`config.mk`:
```
export PLATFORM = sky130hd
export DESIGN_NAME = hostBusDecoder
export DESIGN_NICKNAME = d
export VERILOG_FILES = /design/src/design/hostPkg.sv /design/src/design/hostBusDecoder.sv
export SDC_FILE = /design/constraint.sdc
export NUM_CORES = 1
export LEC_CHECK = 0
export ABC_CLOCK_PERIOD_IN_PS = 800
export BUFFER_PORTS_ARGS = -buffer_cell sky130_fd_sc_hd__buf_2
export CORE_MARGIN = 4
export CORE_UTILIZATION = 26
export CTS_CLUSTER_DIAMETER = 120
export CTS_CLUSTER_SIZE = 20
export DETAILED_ROUTE_END_ITERATION = 12
export GPL_ROUTABILITY_DRIVEN = 0
export HOLD_SLACK_MARGIN = 0.05
export PLACE_DENSITY = 0.74
export RECOVER_POWER = 25
export SKIP_CTS_REPAIR_TIMING = 1
export SYNTH_ARGS = -nofsm -noshare
export SYNTH_HDL_FRONTEND = slang
export SYNTH_SLANG_ARGS = --single-unit
```
`constraint.sdc`:
```
create_clock -name pll_clk -period 0.8 [get_ports pll_clk]
set_input_delay 0.04 -clock pll_clk [delete_from_list [all_inputs] [get_ports pll_clk]]
set_output_delay 0.04 -clock pll_clk [all_outputs]
set_load 0.03 [all_outputs]
```
`src/design/hostPkg.sv`:
```
// Host board shared definitions
package hostPkg;

    // ~~~~~~~~~~~~~~~~~~~~~~~~~~~~~~
    // Bus widths
    // ~~~~~~~~~~~~~~~~~~~~~~~~~~~~~~

    // CPU address bus
    typedef logic [15:0] addr_t;
    // CPU data byte
    typedef logic [7:0] data_t;
    // RAM word address, 16 K deep
    typedef logic [13:0] ramAddr_t;

    // One CPU bus cycle, control bits active high
    typedef struct packed {
        addr_t addr;
        data_t writeData;
        logic  mreq;
        logic  iorq;
        logic  rd;
        logic  wr;
    } cpuBus_t;

    // ~~~~~~~~~~~~~~~~~~~~~~~~~~~~~~
    // Memory and IO map
    // ~~~~~~~~~~~~~~~~~~~~~~~~~~~~~~

    // Address bits 15:14 for the 16 KB RAM at 0000-3FFF
    localparam logic [1:0] RamRegionTag = 2'b00;
    // Unmapped memory reads as HALT so a runaway CPU stops
    localparam data_t HaltOpcode = 8'h76;
    // IO ports come from address bits 15:8
    localparam data_t UartDataPort = 8'h00;
    // Busy flag sits in bit 0 of this port
    localparam data_t UartStatusPort = 8'h02;

    // ~~~~~~~~~~~~~~~~~~~~~~~~~~~~~~
    // UART transmitter states
    // ~~~~~~~~~~~~~~~~~~~~~~~~~~~~~~
    typedef enum logic [1:0] {
        TxIdle,
        TxStart,
        TxData,
        TxStop
    } uartState_t;

endpackage

```
`src/design/hostBusDecoder.sv`:
```
// Memory and IO decoder
`timescale 1ns/1ps

module hostBusDecoder
#(
    // Returned on any unassigned IO read, also serves as the IM2 vector
    parameter hostPkg::data_t IntVector = 8'h80
)
(
    input  logic              pll_clk,
    input  logic              hostReset,
    input  logic              busStrobe,
    input  hostPkg::cpuBus_t  bus,
    input  hostPkg::data_t    ramReadData,
    input  logic              uartBusy,
    output hostPkg::ramAddr_t ramAddr,
    output hostPkg::data_t    ramWriteData,
    output logic              ramWrite,
    output logic              uartWrite,
    output hostPkg::data_t    uartData,
    output hostPkg::data_t    readData,
    output logic              readValid
);

    import hostPkg::*;

    // Cycle classification
    logic  memCycle;
    logic  ioCycle;
    logic  isRead;
    logic  isWrite;
    logic  inRamRegion;
    data_t ioPort;
    logic  readCycle;

    // Read value known at strobe time
    data_t readImmediate;

    // Registered read selection
    logic  readFromRam;
    data_t readHold;

    // ~~~~~~~~~~~~~~~~~~~~~~~~~~~~~~
    // Cycle decode
    // ~~~~~~~~~~~~~~~~~~~~~~~~~~~~~~

    // Memory request wins if both are set
    assign memCycle    = busStrobe & bus.mreq;
    assign ioCycle     = busStrobe & bus.iorq & ~bus.mreq;
    // Write wins if both directions are set
    assign isWrite     = bus.wr;
    assign isRead      = bus.rd & ~bus.wr;
    assign inRamRegion = (bus.addr[15:14] == RamRegionTag);
    // IO port number sits on the upper address byte
    assign ioPort      = bus.addr[15:8];
    assign readCycle   = (memCycle | ioCycle) & isRead;

    // ~~~~~~~~~~~~~~~~~~~~~~~~~~~~~~
    // Write path
    // ~~~~~~~~~~~~~~~~~~~~~~~~~~~~~~

    // RAM sees the address on every cycle so reads start at the strobe
    assign ramAddr      = bus.addr[13:0];
    assign ramWriteData = bus.writeData;
    assign ramWrite     = memCycle & isWrite & inRamRegion;

    // Single-cycle strobe to the UART data port
    assign uartData  = bus.writeData;
    assign uartWrite = ioCycle & isWrite & (ioPort == UartDataPort);

    // ~~~~~~~~~~~~~~~~~~~~~~~~~~~~~~
    // Read path
    // ~~~~~~~~~~~~~~~~~~~~~~~~~~~~~~

    // Everything that is not RAM data
    always_comb
    begin
        if (memCycle)
            readImmediate = HaltOpcode;
        else if (ioPort == UartStatusPort)
            readImmediate = {{($bits(data_t) - 1){1'b0}}, uartBusy};
        else
            readImmediate = IntVector;
    end

    always_ff @(posedge pll_clk)
    begin
        if (hostReset)
        begin
            readValid   <= 1'b0;
            readFromRam <= 1'b0;
        end
        else
        begin
            readValid   <= readCycle;
            readFromRam <= readCycle & memCycle & inRamRegion;
        end
    end

    // Payload only, qualified by readValid
    always_ff @(posedge pll_clk)
    begin
        if (readCycle)
            readHold <= readImmediate;
    end

    // RAM data arrives in the same cycle as readValid
    assign readData = readFromRam ? ramReadData : readHold;

endmodule

```
==> results.yml <==
critical_path:
  critPathLaunchType: "flip-flop"
  end_kind: "output port"
  cp_slowest_stage_delay_ps: 380
  cp_slowest_cell: "dfxtp_4"
  crit_family: "flip-flops"
  cp.buffers_inverters: 1
  cp_cell_sequence: "mux2_4 -> buf_6"
  cp.arrival_ps: 1060
  required_ps: 760
  cp_max_fo: 6
  critPathKind: "flip-flop to output port"
detailed_routing:
  drtPass1Iterations: 4
  drc: 0
  vias: 474
  drt_iter0_markers: 6
  wl_um: 1252
  via_per_inst: 4.309
  wire_per_inst_um: 11.38
  drtAntennaViolNets: 0
die:
  fp.dieH_um: 54.59
  start_util_pct: 28.19
  coreArea_um2: 2002
  rows: 16
  ios: 81
  die_area_um2: 2980
  chipWidth_um: 54.59
timing:
  period_minus_slack_ps: 1099
  fin_setup_tns_ps: -2205
  slew_viol_final: 0
  final.period_utilization_pct: 137.3
  setup_slack_ps: -298.6
  finalSetupViolCount: 9
  relSlewSlack_pct: 83.84
  tightest_slew_ps: 240.6
  clock.fmax_mhz: 910.3
  rsz0062_at_grt: "yes"
  hold_viol: 0
place:
  dpl-instance-area_um2: 636.9
  portBuffers: 40
power:
  p_total_mw: 0.8329
  peakVddDrop_uv: 512.0
  leakagePower_nw: 0.3546
  p_per_area_nw_per_um2: 1086
yosys:
  ys_warn_count: 0
  synth_top_area_share_pct: 39.91
  synthArstFlopShare_pct: 0
  syn_area_per_cell_um2: 8.550
  synth_edf_count: 3
  syn_inst: 66
  ys_seq_elements: 5
  netlist_area_um2: 564.3
  yosysTopAreaCell: "buf_4"
  ys.flop_type: "edfxtp_1"
  synthTopCellsByArea: "buf_4, edfxtp_1, nand2_1"
  synthDistinctLibCells: 19
  ys_seq_area_share_pct: 23.06
  syn_nets: 106
hold_path:
  hold_start: "bus[2]"
  hold_end: "readValid$_SDFF_PP0_"
  min_path_type: "input pin to flip-flop"
  hold_path_depth: 3
run_status:
  violations: "setup timing"
  status: "finished with violations"
finish:
  register_area_um2: 133.9
  final_area_um2: 767.0
  syn2layout_area_growth_pct: 35.92
  most-common-layout-cells: "buf_2, buf_6, nand2_4"
  nets: 124
  drive_above_1_share_pct: 74.70
  n_antenna_cell: 0
  n_fill_cell: 218
  mostFrequentLayoutCell: "buf_2"
  multi_input_area_um2: 267.8
clock_network:
  cts_root_buf: "clkbuf_4"
  clock_tree.buffer_depth: 2
  cts.sinks: 5
  cts_made_buffers: 3
  cts_tree: "built"
  clk_pin_slew_worst_paths_ps: 40
  ctsHtreeMaxLevel: 1
grt:
  grt_first_pass_wirelength_um: 1614
  grt_overflow: 0
  grt_max_degree: 10
  grt_use_total_pct: 7.710
  antenna_found_initial: 0
  grt_pass1_vias: 444
job:
  cap_violations: 0
-- kinds of logic (layout without fill, tap and decap cells) --
family          count (synthesis)  in the layout  share of synthesized area (%)
flops                           5              5                          23.06
buf+inv                        31             48                          40.80
mux                             2              2                          3.991
simple gates                   27             27                          31.27
compound gates                  1              1                         0.8861
-- area by class of cell --
cell class	instances	share of cell area [%]
repair buffers	44	39.80
multi-input cells	30	34.91
flip-flops and latches	5	17.46
well taps	27	4.405
clock buffers	4	3.426
-- registers in the layout, indices dropped and copies added (netlist names) --
register / count
readValid: 1
readFromRam: 1
readHold: 3
-- power breakdown --
part           switching, mW  total [mW]  internal (mW)
Combinational          0.146       0.271          0.125
Clock                 0.0924       0.280          0.188
Sequential           0.00341       0.282          0.279
-- Yosys cell counts (2+ instances only) --
master	n
and2_1	2
dfxtp_1	2
mux2_2	2
nor3_1	2
nor2_1	2
nand2_1	11
buf_4	30
edfxtp_1	3
and4_1	2
-- metrics by stage --
stage	util, %	std cells	hold WS (ps)	worst slack (ps)
after floorplan	-	66	187.1	0.1335
after global placement	31.81	104	80.20	-107.6
after detailed placement	31.81	104	80.20	-131.2
after CTS	33.13	108	52.64	-396.5
after global routing	38.31	110	75.77	-341.8
final	38.31	110	67.16	-298.6
-- worst max path at each step --
stage                                       from           to  cells past startpoint
after floorplan           readFromRam$_SDFF_PP0_  readData[0]                      2
after global placement    readFromRam$_SDFF_PP0_  readData[7]                      2
after detailed placement  readFromRam$_SDFF_PP0_  readData[0]                      2
after CTS                 readFromRam$_SDFF_PP0_  readData[0]                      2
after global routing      readFromRam$_SDFF_PP0_  readData[7]                      2
final                     readFromRam$_SDFF_PP0_  readData[7]                      2
-- layer usage --
metal  track usage (%)  routed length [um]  share of wire [%]  vias to the layer above
li1                  -                   -                  -                      225
met1             7.667                 430                 34                      200
met2             11.81                 575                 46                       40
met3             3.270                 220                 18                        9
met4             7.469                  25                2.0                        0
met5                 0                   0                  0                        -
Note: power is estimated with default switching activity, not from simulation.
