[config.mk]
export PLATFORM = sky130hd
export DESIGN_NAME = boardControl
export DESIGN_NICKNAME = d
export VERILOG_FILES = /design/src/design/boardControl.sv
export SDC_FILE = /design/constraint.sdc
export NUM_CORES = 1
export LEC_CHECK = 0
export ABC_AREA = 1
export BUFFER_PORTS_ARGS = -buffer_cell sky130_fd_sc_hd__buf_4
export CELL_PAD_IN_SITES_DETAIL_PLACEMENT = 0
export CELL_PAD_IN_SITES_GLOBAL_PLACEMENT = 2
export CORE_AREA = 2 2 39 41
export DETAILED_ROUTE_END_ITERATION = 12
export DIE_AREA = 0 0 41 43
export PLACE_DENSITY_LB_ADDON = 0.1
export SYNTH_ARGS = -nofsm -noshare
export SYNTH_HDL_FRONTEND = slang
export SYNTH_SLANG_ARGS = --single-unit
[constraint.sdc]
create_clock -name pll_clk -period 0.8 [get_ports pll_clk]
set_input_delay 0.08 -clock pll_clk [delete_from_list [all_inputs] [get_ports pll_clk]]
set_output_delay 0.08 -clock pll_clk [all_outputs]
set_load 0.03 [all_outputs]
[src/design/boardControl.sv]
// Board reset and interrupt keys
`timescale 1ns/1ps

module boardControl
(
    input  logic pll_clk,
    input  logic reset,
    input  logic pllLocked,
    // Keys are active low
    input  logic resetKey,
    input  logic intKey,
    input  logic nmiKey,
    output logic hostReset,
    output logic intRequest,
    output logic nmiRequest
);

    // Key synchronizers, idle level is high
    logic [1:0] intSync;
    // Two sync stages plus one stage for edge detect
    logic [2:0] nmiSync;

    // ~~~~~~~~~~~~~~~~~~~~~~~~~~~~~~
    // Board reset
    // ~~~~~~~~~~~~~~~~~~~~~~~~~~~~~~

    // Any source holds the board in reset
    always_ff @(posedge pll_clk)
    begin
        hostReset <= reset | ~pllLocked | ~resetKey;
    end

    // ~~~~~~~~~~~~~~~~~~~~~~~~~~~~~~
    // Interrupt keys
    // ~~~~~~~~~~~~~~~~~~~~~~~~~~~~~~

    // Keys are asynchronous to pll_clk
    always_ff @(posedge pll_clk)
    begin
        if (hostReset)
        begin
            intSync    <= 2'b11;
            nmiSync    <= 3'b111;
            nmiRequest <= 1'b0;
        end
        else
        begin
            intSync <= {intSync[0], intKey};
            nmiSync <= {nmiSync[1:0], nmiKey};
            // NMI is edge triggered, one pulse per press
            nmiRequest <= nmiSync[2] & ~nmiSync[1];
        end
    end

    // INT is level triggered, held as long as the key is down
    assign intRequest = ~intSync[1];

endmodule

==> results of run 1 <==
## metal layers
| metal | share of wire | routed length (microns) | vias to the layer above | global-route usage |
|---|---|---|---|---|
| li1 | - | - | 75 | - |
| met5 | 0 | 0 | - | 0 |
| met3 | 0.16 | 47 | 0 | 0.0785 |
| met1 | 0.42 | 127 | 63 | 0.0453 |
| met2 | 0.42 | 127 | 12 | 0.0469 |
| met4 | 0 | 0 | 0 | 0.0400 |
## layout make-up
class / instances / area [sq um]
inverter: 2 / 7.51
sequential: 7 / 145
tap: 16 / 20.0
clock buffer: 4 / 26.3
timing repair buffer: 9 / 81.3
fill: 161 / 1060
multi-input combinational: 8 / 46.3
## layout by cell type, fill, tap and decap left out
cell,instances
nor2_1,1
or2_1,5
clkbuf_4,3
buf_4,5
dlygate4sd3_1,1
dfxtp_1,5
inv_1,2
dfxtp_4,1
nand3b_1,1
buf_6,3
dfxtp_2,1
nand2_1,1
clkbuf_1,1
## cell usage after synthesis
cell type  instances
nor2_1             1
or2_1              5
nand2_1            1
inv_1              2
dfxtp_1            7
nand3b_1           1
## through the flow
stage / util / worst slack [ns] / std cells
3_5_place_dp: 0.198 / 0.101 / 41
5_1_grt: 0.236 / -0.0704 / 46
6_report: 0.236 / -0.0248 / 46
3_3_place_gp: 0.198 / 0.110 / 41
4_1_cts: 0.225 / -0.0425 / 45
2_1_floorplan: - / 0.0135 / 17
## power breakdown
| part | internal (mW) | switching, mW | total, mW |
|---|---|---|---|
| clock network | 0.190 | 0.125 | 0.316 |
| logic | 0.0254 | 0.00990 | 0.0353 |
| registers | 0.353 | 0.00378 | 0.356 |
| total | 0.568 | 0.139 | 0.707 |
## cell families (layout without fill, tap and decap cells)
kind of cell	count (synthesis)	in the layout	share of synthesized area
buffers and inverters	2	15	0.0387
and+or+nand+nor	8	8	0.239
DFF	7	7	0.723
## flip-flops by register name, indices dropped and copies added (netlist names)
name        count
hostReset       1
intSync         2
nmiRequest      1
nmiSync         3
## final timing paths
check / startpoint / to / slack (ns) / cells after the start
worst max register to register: hostReset$_DFF_P_ / nmiSync[0]$_SDFF_PP1_ / 0.10 / 1
worst min register to register: intSync[0]$_SDFF_PP1_ / intSync[1]$_SDFF_PP1_ / 0.40 / 1
worst min-delay path: resetKey / hostReset$_DFF_P_ / 0.01 / 2
worst max-delay path: hostReset$_DFF_P_ / hostReset / -0.02 / 1
## repair_timing
action / in CTS / in global routing
resized for setup: 4 / 2
endpoints found under the setup margin: 2 / 3
endpoints found under the hold margin: 0 / 1
hold buffers: 0 / 1
==> run metrics, run 1 <==
status finished with violations; failing checks negative setup slack; CTS H-tree lvls 1; critical path type register to output port; drt via density 3.26; CTS root buffer clkbuf_4; CTS tree built; maximum clock path buffer count 2; setup ws final -0.0248 ns; HP Class input pin to register; Initial DRT Pass Iterations 2; post-route cell area 327 sq um; synthesized cell area 194 sq um; Worst setup EP type output port; initial drt markers 2; number of I/O port buffers 8; final antenna-violating net count 0; worst-path cell chain buf_6; Power per Cell Area 2170 mW/mm^2; cell taking the most area after synthesis dfxtp_1; Unique masters post-synth 6; worst-margin pin slew 0.0692 ns; Clock Latency Late Sink 0.25 ns; CP Data Required Time 0.72 ns; skew final 0.000312 ns; Clock Sinks 7; drt drc 0; IR drop worst, VDD 0.885 mV; slowest CP cell dfxtp_4; drt total wl 302 microns; Mapped Nets 23; vias in the first global route 112; CP top delay family flip-flops; initial antenna violation count 0; Critical Path AT 0.74 ns; hold_ws 0.0103 ns; Slew Limit Fails 0; area post-placement 274 sq um; Die ar. 0.00176 sq mm; Area Overhead vs Synth 68.4%; Slowest Stage Delay on Critical Path 0.37 ns; antenna diode count 0; number of synthesized register bits 7; Layout Nets 37; Buf/Inv on CP 1; die span in x 41 microns; Fin Setup TNS -0.0248 ns; layout cells sized above 1 0.433; via count 150; average footprint of a synthesized cell 11.4 sq um; Hold Fails Final Rpt 0; Final min period 0.825 ns; Synth area leaders dfxtp_1 (72%), or2_1 (16%), inv_1 (3.9%); critical path peak fanout 7; GPL Wtd Cong 0.548; crit path launch type register; Fmax 1210 MHz; Syn Inst Count 17; Post-CTS Setup Bufs 0; initial core utilization 0.140; Max-cap violations 0; largest net degree at the start of global routing 8; GR Util All Layers 0.0503; Core ar. 0.00138 sq mm; Final setup viols 1; drt wl/cell 6.57 microns; LEAKAGE 0.145 nW; Slew HR 0.954; clock-pin transition on the worst setup and hold timing paths 0.05 ns; Final Power 0.707 mW; Die Ht 43 microns; RSZ-0062 raised after global routing yes; share of the synthesized area in the top cell type 0.723; # rows 14; number of CTS-inserted buffers 3; Ys Warns 0; Top Ports 9; period utilization 1.03; sequential area share after synthesis 0.723; first-pass GRT wire length 476 microns; HPWL after DPL 217 microns; global route total overflow 0
Power figures use the tool's default switching activity.
==> run 2: changes to the inputs <==
--- a/config.mk
+++ b/config.mk
@@ -13,6 +13,7 @@
 export DETAILED_ROUTE_END_ITERATION = 12
 export DIE_AREA = 0 0 41 43
 export PLACE_DENSITY_LB_ADDON = 0.1
+export SETUP_SLACK_MARGIN = 0.4
 export SYNTH_ARGS = -nofsm -noshare
 export SYNTH_HDL_FRONTEND = slang
 export SYNTH_SLANG_ARGS = --single-unit
==> run 2 against run 1 <==
The run now ends clean. Combinational power up 3%. Hold slack better by 0.0018 ns. Core utilization up 0.27 points. Critical path type is now register to register. Critical endpoint is now nmiSync[2]$_SDFF_PP1_. Largest cell class unchanged. Largest power group unchanged.
==> run metrics, run 2 (synthesis results as in run 1) <==
Power per Cell Area 2110 mW/mm^2; Critical Path Sink nmiSync[2]$_SDFF_PP1_; FF-to-FF End nmiSync[2]$_SDFF_PP1_; drt total wl 287 microns; Slowest Stage Delay on Critical Path 0.34 ns; Clock Sinks 7; commonest cells after routing, fill and taps aside buf_4 (6), or2_1 (5), dfxtp_1 (4), clkbuf_4 (3), buf_6 (3); number of CTS-inserted buffers 3; CP top delay family flip-flops; max FFs per register 3; vias in the first global route 129; WP depth 2; global route total overflow 0; critical path peak fanout 6; via count 138; Initial DRT Pass Iterations 1; # rows 14; Slew HR 0.953; Worst setup EP type register; number of I/O port buffers 8; reg2reg setup slack 0.005 ns; Slew Limit Fails 0; GPL Wtd Cong 0.565; first-pass GRT wire length 496 microns; initial antenna violation count 0; Hold Buf Count CTS 0; crit path from hostReset$_DFF_P_; Buf/Inv on CP 1; Largest Register nmiSync; slowest CP cell dfxtp_4; largest net degree at the start of global routing 7; skew final 0.000293 ns; crit path launch type register; worst-path cell chain buf_4 -> or2_1; CP Data Required Time 0.93 ns; CTS root buffer clkbuf_4; Die ar. 0.00176 sq mm; layout cells sized above 1 0.567; GR Util All Layers 0.0503; Core ar. 0.00138 sq mm; clock-pin transition on the worst setup and hold timing paths 0.05 ns; CTS tree built; most common cell after layout, fill and taps aside buf_4; Area Overhead vs Synth 70.3%; drt drc 0; Max-cap violations 0; Final min period 0.795 ns; antenna diode count 0; Fmax 1260 MHz; Clock Latency Late Sink 0.24 ns; Critical Path AT 0.93 ns; final antenna-violating net count 0; period utilization 0.993; Top Ports 9; status finished clean; r2r startpoint hostReset$_DFF_P_; drt via density 3.00; worst-margin pin slew 0.0701 ns; Fin Setup TNS 0 ns; initial core utilization 0.140; maximum clock path buffer count 2; Die Ht 43 microns; drt wl/cell 6.24 microns; Cells after DPL 41; Final Non-Filler Cells 46; IR drop worst, VDD 0.575 mV; R2R cell count 2; Layout Nets 37; Final setup viols 0; LEAKAGE 0.143 nW; HP Class input pin to register; critical path type register to register; Hold Fails Final Rpt 0; initial drt markers 0; CTS H-tree lvls 1; RSZ-0062 raised after global routing yes; biggest regs nmiSync (3), intSync (2); die span in x 41 microns
run 2: area by class of cell:
cell class,instances,area [sq um]
clock buffers,4,26.3
fillers,150,1050
inverters,2,7.51
multi-input cells,8,48.8
flip-flops and latches,7,149
well taps,16,20.0
repair buffers,9,78.8
run 2: per-layer routing:
metal / vias up / wire, microns / track usage
met1: 53 / 129 / 0.0550
met3: 0 / 33 / 0.0471
met2: 8 / 123 / 0.0469
li1: 77 / - / -
met4: 0 / 0 / 0.0600
met5: - / 0 / 0
run 2: repair_timing:
action / 4_1_cts / 5_1_grt
endpoints found under the hold margin: 0 / 1
pin swaps: 0 / 0
setup endpoints to repair: 9 / 9
buffers inserted: 1 / 0
gates resized for setup: 4 / 1
run 2: through the flow:
stage | area, sq um | setup slack [ns] | hold slack (ns) | util | total power, mW
after global placement | 282 | 0.141 | 0.264 | 0.203 | 0.390
final | 330 | 0.00544 | 0.0121 | 0.239 | 0.697
after CTS | 328 | -0.00444 | 0.00250 | 0.237 | 0.721
after detailed placement | 282 | 0.137 | 0.266 | 0.203 | 0.390
after floorplan | 201 | 0.115 | 0.162 | - | 0.368
after global routing | 330 | -0.0259 | -0.00496 | 0.239 | 0.759
run 2: worst register-to-register path: stages, from the launching register on:
cell	delay, ns
dfxtp_4	0.34
buf_4	0.15
or2_1	0.20
run 2: where the power goes:
part / switching (mW) / total, mW / internal, mW
Clock: 0.119 / 0.308 / 0.190
Combinational: 0.0118 / 0.0365 / 0.0247
Sequential: 0.00223 / 0.352 / 0.349
Total: 0.133 / 0.697 / 0.564
run 2: worst min-delay path by stage:
stage	from	end	slack, ns	cells after the start
3_5_place_dp	nmiKey	nmiSync[0]$_SDFF_PP1_	0.27	2
4_1_cts	resetKey	hostReset$_DFF_P_	0.002	2
6_report	resetKey	hostReset$_DFF_P_	0.01	2
3_3_place_gp	resetKey	hostReset$_DFF_P_	0.26	2
5_1_grt	intKey	intSync[0]$_SDFF_PP1_	-0.005	2
2_1_floorplan	resetKey	hostReset$_DFF_P_	0.16	1
