File: config.mk
export PLATFORM = sky130hd
export DESIGN_NAME = uartIo
export DESIGN_NICKNAME = d
export VERILOG_FILES = /design/src/design/hostPkg.sv /design/src/design/uartIo.sv
export SDC_FILE = /design/constraint.sdc
export NUM_CORES = 1
export LEC_CHECK = 0
export BUFFER_PORTS_ARGS = -buffer_cell sky130_fd_sc_hd__buf_2
export CAP_MARGIN = 20
export CORE_MARGIN = 2
export CORE_UTILIZATION = 28
export CTS_BUF_LIST = sky130_fd_sc_hd__clkbuf_4 sky130_fd_sc_hd__clkbuf_8
export DETAILED_ROUTE_END_ITERATION = 6
export PLACE_DENSITY = 0.52
export SYNTH_ARGS = -nofsm -noshare
export SYNTH_HDL_FRONTEND = slang
export SYNTH_SLANG_ARGS = --single-unit
File: constraint.sdc
create_clock -name pll_clk -period 2.25 [get_ports pll_clk]
set_clock_uncertainty 0.15 [all_clocks]
set_input_delay 0.675 -clock pll_clk [delete_from_list [all_inputs] [get_ports pll_clk]]
set_output_delay 0.675 -clock pll_clk [all_outputs]
set_load 0.005 [all_outputs]
File: src/design/hostPkg.sv
// Host board shared definitions
package hostPkg;

    // ~~~~~~~~~~~~~~~~~~~~~~~~~~~~~~
    // Bus widths
    // ~~~~~~~~~~~~~~~~~~~~~~~~~~~~~~

    // CPU address bus
    typedef logic [15:0] addr_t;
    // CPU data byte
    typedef logic [7:0] data_t;
    // RAM word address, 16 K deep
    typedef logic [13:0] ramAddr_t;

    // One CPU bus cycle, control bits active high
    typedef struct packed {
        addr_t addr;
        data_t writeData;
        logic  mreq;
        logic  iorq;
        logic  rd;
        logic  wr;
    } cpuBus_t;

    // ~~~~~~~~~~~~~~~~~~~~~~~~~~~~~~
    // Memory and IO map
    // ~~~~~~~~~~~~~~~~~~~~~~~~~~~~~~

    // Address bits 15:14 for the 16 KB RAM at 0000-3FFF
    localparam logic [1:0] RamRegionTag = 2'b00;
    // Unmapped memory reads as HALT so a runaway CPU stops
    localparam data_t HaltOpcode = 8'h76;
    // IO ports come from address bits 15:8
    localparam data_t UartDataPort = 8'h00;
    // Busy flag sits in bit 0 of this port
    localparam data_t UartStatusPort = 8'h02;

    // ~~~~~~~~~~~~~~~~~~~~~~~~~~~~~~
    // UART transmitter states
    // ~~~~~~~~~~~~~~~~~~~~~~~~~~~~~~
    typedef enum logic [1:0] {
        TxIdle,
        TxStart,
        TxData,
        TxStop
    } uartState_t;

endpackage

File: src/design/uartIo.sv
// UART transmit port
`timescale 1ns/1ps

module uartIo
#(
    // pll_clk cycles per serial bit
    parameter int BaudDivide = 8
)
(
    input  logic           pll_clk,
    input  logic           hostReset,
    input  logic           uartWrite,
    input  hostPkg::data_t uartData,
    output logic           uartBusy,
    output logic           uartTxd
);

    import hostPkg::*;

    localparam int BaudWidth = (BaudDivide > 1) ? $clog2(BaudDivide) : 1;

    uartState_t           txState;
    logic [BaudWidth-1:0] baudCount;
    logic [2:0]           bitCount;
    // Bits still to go out, LSB next
    data_t                shiftReg;
    logic                 baudDone;

    // Last cycle of the current bit
    assign baudDone = (baudCount == BaudWidth'(BaudDivide - 1));

    // ~~~~~~~~~~~~~~~~~~~~~~~~~~~~~~
    // 8N1 transmitter FSM
    // ~~~~~~~~~~~~~~~~~~~~~~~~~~~~~~
    always_ff @(posedge pll_clk)
    begin
        if (hostReset)
        begin
            txState   <= TxIdle;
            baudCount <= '0;
            bitCount  <= '0;
            // Line idles high
            uartTxd   <= 1'b1;
        end
        else
        begin
            // Count through every bit, cleared at each bit boundary
            if (txState == TxIdle || baudDone)
                baudCount <= '0;
            else
                baudCount <= baudCount + 1'b1;

            case (txState)
                TxIdle:
                begin
                    // Writes only land here, so a write while busy is lost
                    if (uartWrite)
                    begin
                        txState <= TxStart;
                        uartTxd <= 1'b0;
                    end
                end
                TxStart:
                begin
                    if (baudDone)
                    begin
                        txState  <= TxData;
                        bitCount <= '0;
                        uartTxd  <= shiftReg[0];
                    end
                end
                TxData:
                begin
                    if (baudDone)
                    begin
                        if (bitCount == 3'd7)
                        begin
                            // Stop bit
                            txState <= TxStop;
                            uartTxd <= 1'b1;
                        end
                        else
                        begin
                            bitCount <= bitCount + 1'b1;
                            uartTxd  <= shiftReg[0];
                        end
                    end
                end
                TxStop:
                begin
                    if (baudDone)
                        txState <= TxIdle;
                end
                default:
                begin
                    txState <= TxIdle;
                    uartTxd <= 1'b1;
                end
            endcase
        end
    end

    // Shift register, loaded on an accepted write
    always_ff @(posedge pll_clk)
    begin
        if (txState == TxIdle && uartWrite)
            shiftReg <= uartData;
        else if ((txState == TxStart || txState == TxData) && baudDone)
            shiftReg <= shiftReg >> 1;
    end

    // Busy for the whole frame, start through stop
    assign uartBusy = (txState != TxIdle);

endmodule

==> results.cfg, run 1 <==
[route]
viasPerCell = 4.51
firstDrtPassIters = 2
wirelength_um = 1430
wire_per_inst_um = 10.5
drc = 0
drtIter0Drc = 17
vias = 614
ant_nets = 0

[timing]
max-slew-margin-rel = 0.727
finalHoldViolCount = 0
tightest_slew_ns = 0.410
rsz0062_at_grt = false
slew_violations = 0
fmax_mhz = 476
setup_violations = 0
min_period_over_period = 0.933
tns_ns = 0
period_needed_ns = 2.10

[power]
power.density_mw_per_mm2 = 1100
total_power_w = 0.00114
ir_drop_v = 0.000486
leakagePower_nw = 0.437

[synth]
syn_nets = 99
yosysTopAreaCellShare = 0.267
yosys_most_used_dff = dfxtp_1
ys_seq_area_frac = 0.468
synth_top_area_cell = edfxtp_1
synth-edff-count = 8
yosys_warnings = 0
avgSynthCellArea_um2 = 11.5
synth.most_common_cell = ha_1
yosys-top-cells-count = ha_1 (10), dfxtp_1 (9), edfxtp_1 (8), mux2_2 (7), nand2_1 (7)
synthTopCellsByArea = edfxtp_1 (27%), dfxtp_1 (20%), ha_1 (14%)
synth_area_um2 = 898
synthArstFlopShare = 0
syn_inst = 78
ys_types = 28
ys_seq_elements = 17

[worst_setup_path]
cp_slowest_stage_delay_ns = 0.34
critPathTopFamily = flip-flops
crit_cells = 4
endpoint_kind = output pin
cp.arrival_ns = 1.27
crit_chain = inv_1 -> ha_1 -> inv_1 -> buf_2
worstSetupPathType = reg2out
crit_buf_inv = 3
critPathMostFrequentCell = inv_1
slowest_stage = dfxtp_1
reg2reg_from = txState[0]$_SDFFE_PP0P_
startpoint_type = flip-flop
rrSetupSlack_ns = 0.48
worstPathMaxFanout = 7
cp.required_ns = 1.42
worstReg2RegEnd = shiftReg[6]$_DFFE_PP_
reg2regPathDepth = 4

[clock_network]
clk_pin_slew_ns = 0.10
clockBufferDepth = 2
clock-root-buffer = clkbuf_4
cts_resized = 0
cts_sinks = 17
numCtsBuffers = 3
h-tree-depth = 1
clk_latency_ns = 0.28
cts_setup_buffers = 0
cts_tree = built
cts_hold_buffers = 0

[global_routing]
grt_max_degree = 11
antenna_found_initial = 0
grt_pass1_vias = 578
overflow = 0
track_usage = 0.0925
grt_pass1_wl_um = 2470

[placed_design]
dp_cells = 132
dpl_cell_area_mm2 = 0.00100
gp_congestion = 0.703
portBuffers = 12
dpl.hpwl_um = 1080

[min_path]
hold_depth = 1
hold_path_end = baudCount[0]$_SDFF_PP0_
hp-class = reg2reg
hold_start = baudCount[0]$_SDFF_PP0_

[floorplan]
io_pins = 13
num_rows = 20
coreArea_mm2 = 0.00305
die_y_um = 60.6
dieArea_mm2 = 0.00368
start_util = 0.294
die_w_um = 60.6

[final_layout]
fillers = 344
design_area_mm2 = 0.00103
area_growth_pct = 14.6
nets = 114
finish.utilization = 0.337
drive_above_1_share = 0.326
diodes = 0
final-instance-count-excl-fill = 136

[status]
outcome = completed

[run]
drv_cap = 0
## sequential cells by signal, indices dropped and copies added (netlist names)
| register | cells |
|---|---|
| uartTxd | 1 |
| baudCount | 3 |
| bitCount | 3 |
| txState | 2 |
| shiftReg | 8 |
## where the power goes
part / internal (W) / total (W) / leakage [nW] / switching [W]
sequential: 0.000440 / 0.000478 / 0.150 / 0.0000385
clock: 0.0000660 / 0.000161 / 0.0177 / 0.0000950
combinational: 0.000234 / 0.000497 / 0.269 / 0.000263
## worst max-delay path by stage
| stage | endpoint | startpoint | slack, ns |
|---|---|---|---|
| finish | uartBusy | txState[0]$_SDFFE_PP0P_ | 0.15 |
| global route | uartBusy | txState[0]$_SDFFE_PP0P_ | 0.01 |
| CTS | uartBusy | txState[0]$_SDFFE_PP0P_ | 0.13 |
| detailed placement | shiftReg[6]$_DFFE_PP_ | txState[0]$_SDFFE_PP0P_ | 0.45 |
| global placement | uartBusy | txState[1]$_SDFFE_PP0P_ | 0.50 |
| floorplan | shiftReg[0]$_DFFE_PP_ | txState[0]$_SDFFE_PP0P_ | 0.65 |
## placed cells by master, fill, tap and decap left out
master / count
nand2_2: 1
and3_1: 1
clkinv_2: 1
o2111ai_1: 1
nand2b_1: 1
and2b_4: 2
and2_1: 2
o21ai_4: 1
o21ai_0: 3
o21bai_1: 1
inv_1: 3
mux2i_1: 2
inv_2: 1
ha_1: 10
a21oi_1: 4
o221ai_2: 1
a22oi_1: 1
nand2_1: 7
o31a_1: 1
nor2_1: 4
nor3_2: 1
buf_2: 12
clkbuf_4: 3
o311a_1: 1
nor4_1: 1
dfxtp_1: 9
edfxtp_1: 8
nor3_1: 2
mux2_2: 7
## cell type report
| cell class | instances | area [um2] | share of cell area |
|---|---|---|---|
| Timing Repair Buffer | 12 | 60.1 | 0.0583 |
| Multi-Input combinational cell | 55 | 452 | 0.439 |
| Inverter | 4 | 15.0 | 0.0146 |
| Tap cell | 44 | 55.1 | 0.0535 |
| Sequential cell | 17 | 420 | 0.408 |
| Clock buffer | 3 | 22.5 | 0.0219 |
| Clock inverter | 1 | 5.00 | 0.00486 |
## metal layers
metal,vias to the layer above,GRT usage,wire (um)
li1,308,-,-
met1,297,0.116,662
met2,7,0.140,688
met3,2,0.0149,40
met4,0,0.0745,36
met5,-,0,0
## per-stage QoR
| step | worst slack (ns) | hold WS [ns] |
|---|---|---|
| floorplan | 0.653 | 0.258 |
| global placement | 0.503 | 0.278 |
| detailed placement | 0.446 | 0.281 |
| CTS | 0.135 | 0.296 |
| global route | 0.0130 | 0.309 |
| finish | 0.151 | 0.294 |
## kinds of logic (layout without fill, tap and decap cells)
group | Yosys count | in the layout | synth area share
muxes | 9 | 9 | 0.110
and+or+nand+nor | 22 | 22 | 0.132
adders and majority gates | 10 | 10 | 0.139
AOI/OAI and AO/OA | 14 | 14 | 0.121
DFF | 17 | 17 | 0.468
buffers and inverters | 6 | 20 | 0.0292
Power figures use the tool's default switching activity.
==> inputs of run 2 (changes only) <==
--- a/config.mk
+++ b/config.mk
@@ -7,7 +7,7 @@
 export LEC_CHECK = 0
 export BUFFER_PORTS_ARGS = -buffer_cell sky130_fd_sc_hd__buf_2
 export CAP_MARGIN = 20
-export CORE_MARGIN = 2
+export CORE_MARGIN = 8
 export CORE_UTILIZATION = 28
 export CTS_BUF_LIST = sky130_fd_sc_hd__clkbuf_4 sky130_fd_sc_hd__clkbuf_8
 export DETAILED_ROUTE_END_ITERATION = 6
==> run 2 against run 1 <==
Against the previous run:
- highest routed layer unchanged
- critical path depth did not move
- combinational power barely moved
- clock power barely moved
- sequential power barely moved
- routed wire length rose by 1.7%
- sequential share of layout area did not move
- sequential cell count did not move
- power barely moved
- final cell count did not move
- worst setup slack improved by 0.00060 ns
==> results.cfg, run 2 (synthesized netlist as in run 1, its figures left out) <==
[worst_setup_path]
endpoint = uartBusy
worstReg2RegEnd = shiftReg[4]$_DFFE_PP_
cp.arrival_ns = 1.27
slowest_stage = dfxtp_1
cp.required_ns = 1.42
reg2reg_from = txState[1]$_SDFFE_PP0P_
critPathTopFamily = flip-flops
crit_buf_inv = 3
cp_slowest_stage_delay_ns = 0.34
worstSetupPathType = reg2out
reg2regPathDepth = 4
worstPathMaxFanout = 7
setup.worst_path.start = txState[0]$_SDFFE_PP0P_
startpoint_type = flip-flop
critPathMostFrequentCell = inv_1
rrSetupSlack_ns = 0.49
endpoint_kind = output pin
crit_cells = 4
crit_chain = inv_1 -> ha_1 -> inv_1 -> buf_2

[clock_network]
h-tree-depth = 1
numCtsBuffers = 3
clockBufferDepth = 2
clk_latency_ns = 0.29
cts_resized = 0
cts_sinks = 17
cts_hold_buffers = 0
cts_tree = built
clk_pin_slew_ns = 0.10
cts_setup_buffers = 0
clock-root-buffer = clkbuf_4

[floorplan]
coreArea_mm2 = 0.00305
io_pins = 13
die_w_um = 72.6
die_y_um = 72.6
start_util = 0.294
num_rows = 20
dieArea_mm2 = 0.00528

[timing]
rsz0062_at_grt = false
setup_violations = 0
period_needed_ns = 2.10
tightest_slew_ns = 0.380
timing.hold.ws_ns = 0.299
timing.final.ws_setup_ns = 0.152
slew_violations = 0
fmax_mhz = 477
finalHoldViolCount = 0
min_period_over_period = 0.933
tns_ns = 0
max-slew-margin-rel = 0.746

[final_layout]
area_growth_pct = 14.6
nets = 114
final_common_cell = buf_2
drive_above_1_share = 0.326
final-instance-count-excl-fill = 136
largest_register = shiftReg
final_cell_mix = buf_2 (12), ha_1 (10), dfxtp_1 (9), edfxtp_1 (8)
largest_register_ffs = 8
diodes = 0
reg_top3 = shiftReg (8), baudCount (3), bitCount (3)

[global_routing]
track_usage = 0.0608
grt_pass1_vias = 596
grt_pass1_wl_um = 2550
overflow = 0
antenna_found_initial = 0
grt_max_degree = 11

[route]
ant_nets = 0
viasPerCell = 4.48
drc = 0
firstDrtPassIters = 4
wire_per_inst_um = 10.7
wirelength_um = 1450
drtIter0Drc = 7
vias = 609

[status]
outcome = completed

[min_path]
hp-class = reg2reg

[placed_design]
dp_cells = 132
pre_cts_ws_ns = 0.474
dpl.hpwl_um = 1130
portBuffers = 12
gp_congestion = 0.678

[run]
drv_cap = 0

[power]
power.density_mw_per_mm2 = 1100
leakagePower_nw = 0.437
ir_drop_v = 0.000437
## run 2: cell counts in the layout (fill, tap and decap cells not counted)
No cell type changed its count.
## run 2: final cells by class
cell class / count / area, um2
Timing Repair Buffer: 12 / 60.1
Sequential cell: 17 / 420
Inverter: 4 / 15.0
Clock inverter: 1 / 5.00
Tap cell: 44 / 55.1
Fill cell: 338 / 2020
Multi-Input combinational cell: 55 / 452
Clock buffer: 3 / 22.5
## run 2: metal layers
layer	vias up	GRT usage	wire, um
met5	-	0	0
met4	0	0.0467	48
met3	5	0.0124	26
met2	10	0.0905	651
met1	283	0.0746	725
li1	311	-	-
## run 2: per-stage QoR
step / utilization / power [W] / area, um2
after detailed placement: 0.328 / 0.000987 / 1000
after global routing: 0.337 / 0.00123 / 1030
final: 0.337 / 0.00114 / 1030
after floorplan: - / 0.000873 / 898
after CTS: 0.337 / 0.00115 / 1030
after global placement: 0.328 / 0.000974 / 1000
## run 2: where the power goes
| group | switching, W | internal [W] | total (W) |
|---|---|---|---|
| clock | 0.0000944 | 0.0000661 | 0.000161 |
| sequential | 0.0000398 | 0.000440 | 0.000479 |
| combinational | 0.000262 | 0.000234 | 0.000496 |
## run 2: worst min path at each step
stage	start	end	slack, ns	cells past startpoint
floorplan	baudCount[0]$_SDFF_PP0_	baudCount[0]$_SDFF_PP0_	0.26	1
global placement	baudCount[0]$_SDFF_PP0_	baudCount[0]$_SDFF_PP0_	0.28	1
detailed placement	baudCount[0]$_SDFF_PP0_	baudCount[0]$_SDFF_PP0_	0.28	1
CTS	baudCount[0]$_SDFF_PP0_	baudCount[0]$_SDFF_PP0_	0.30	1
global route	baudCount[0]$_SDFF_PP0_	baudCount[0]$_SDFF_PP0_	0.32	1
finish	baudCount[0]$_SDFF_PP0_	baudCount[0]$_SDFF_PP0_	0.30	1
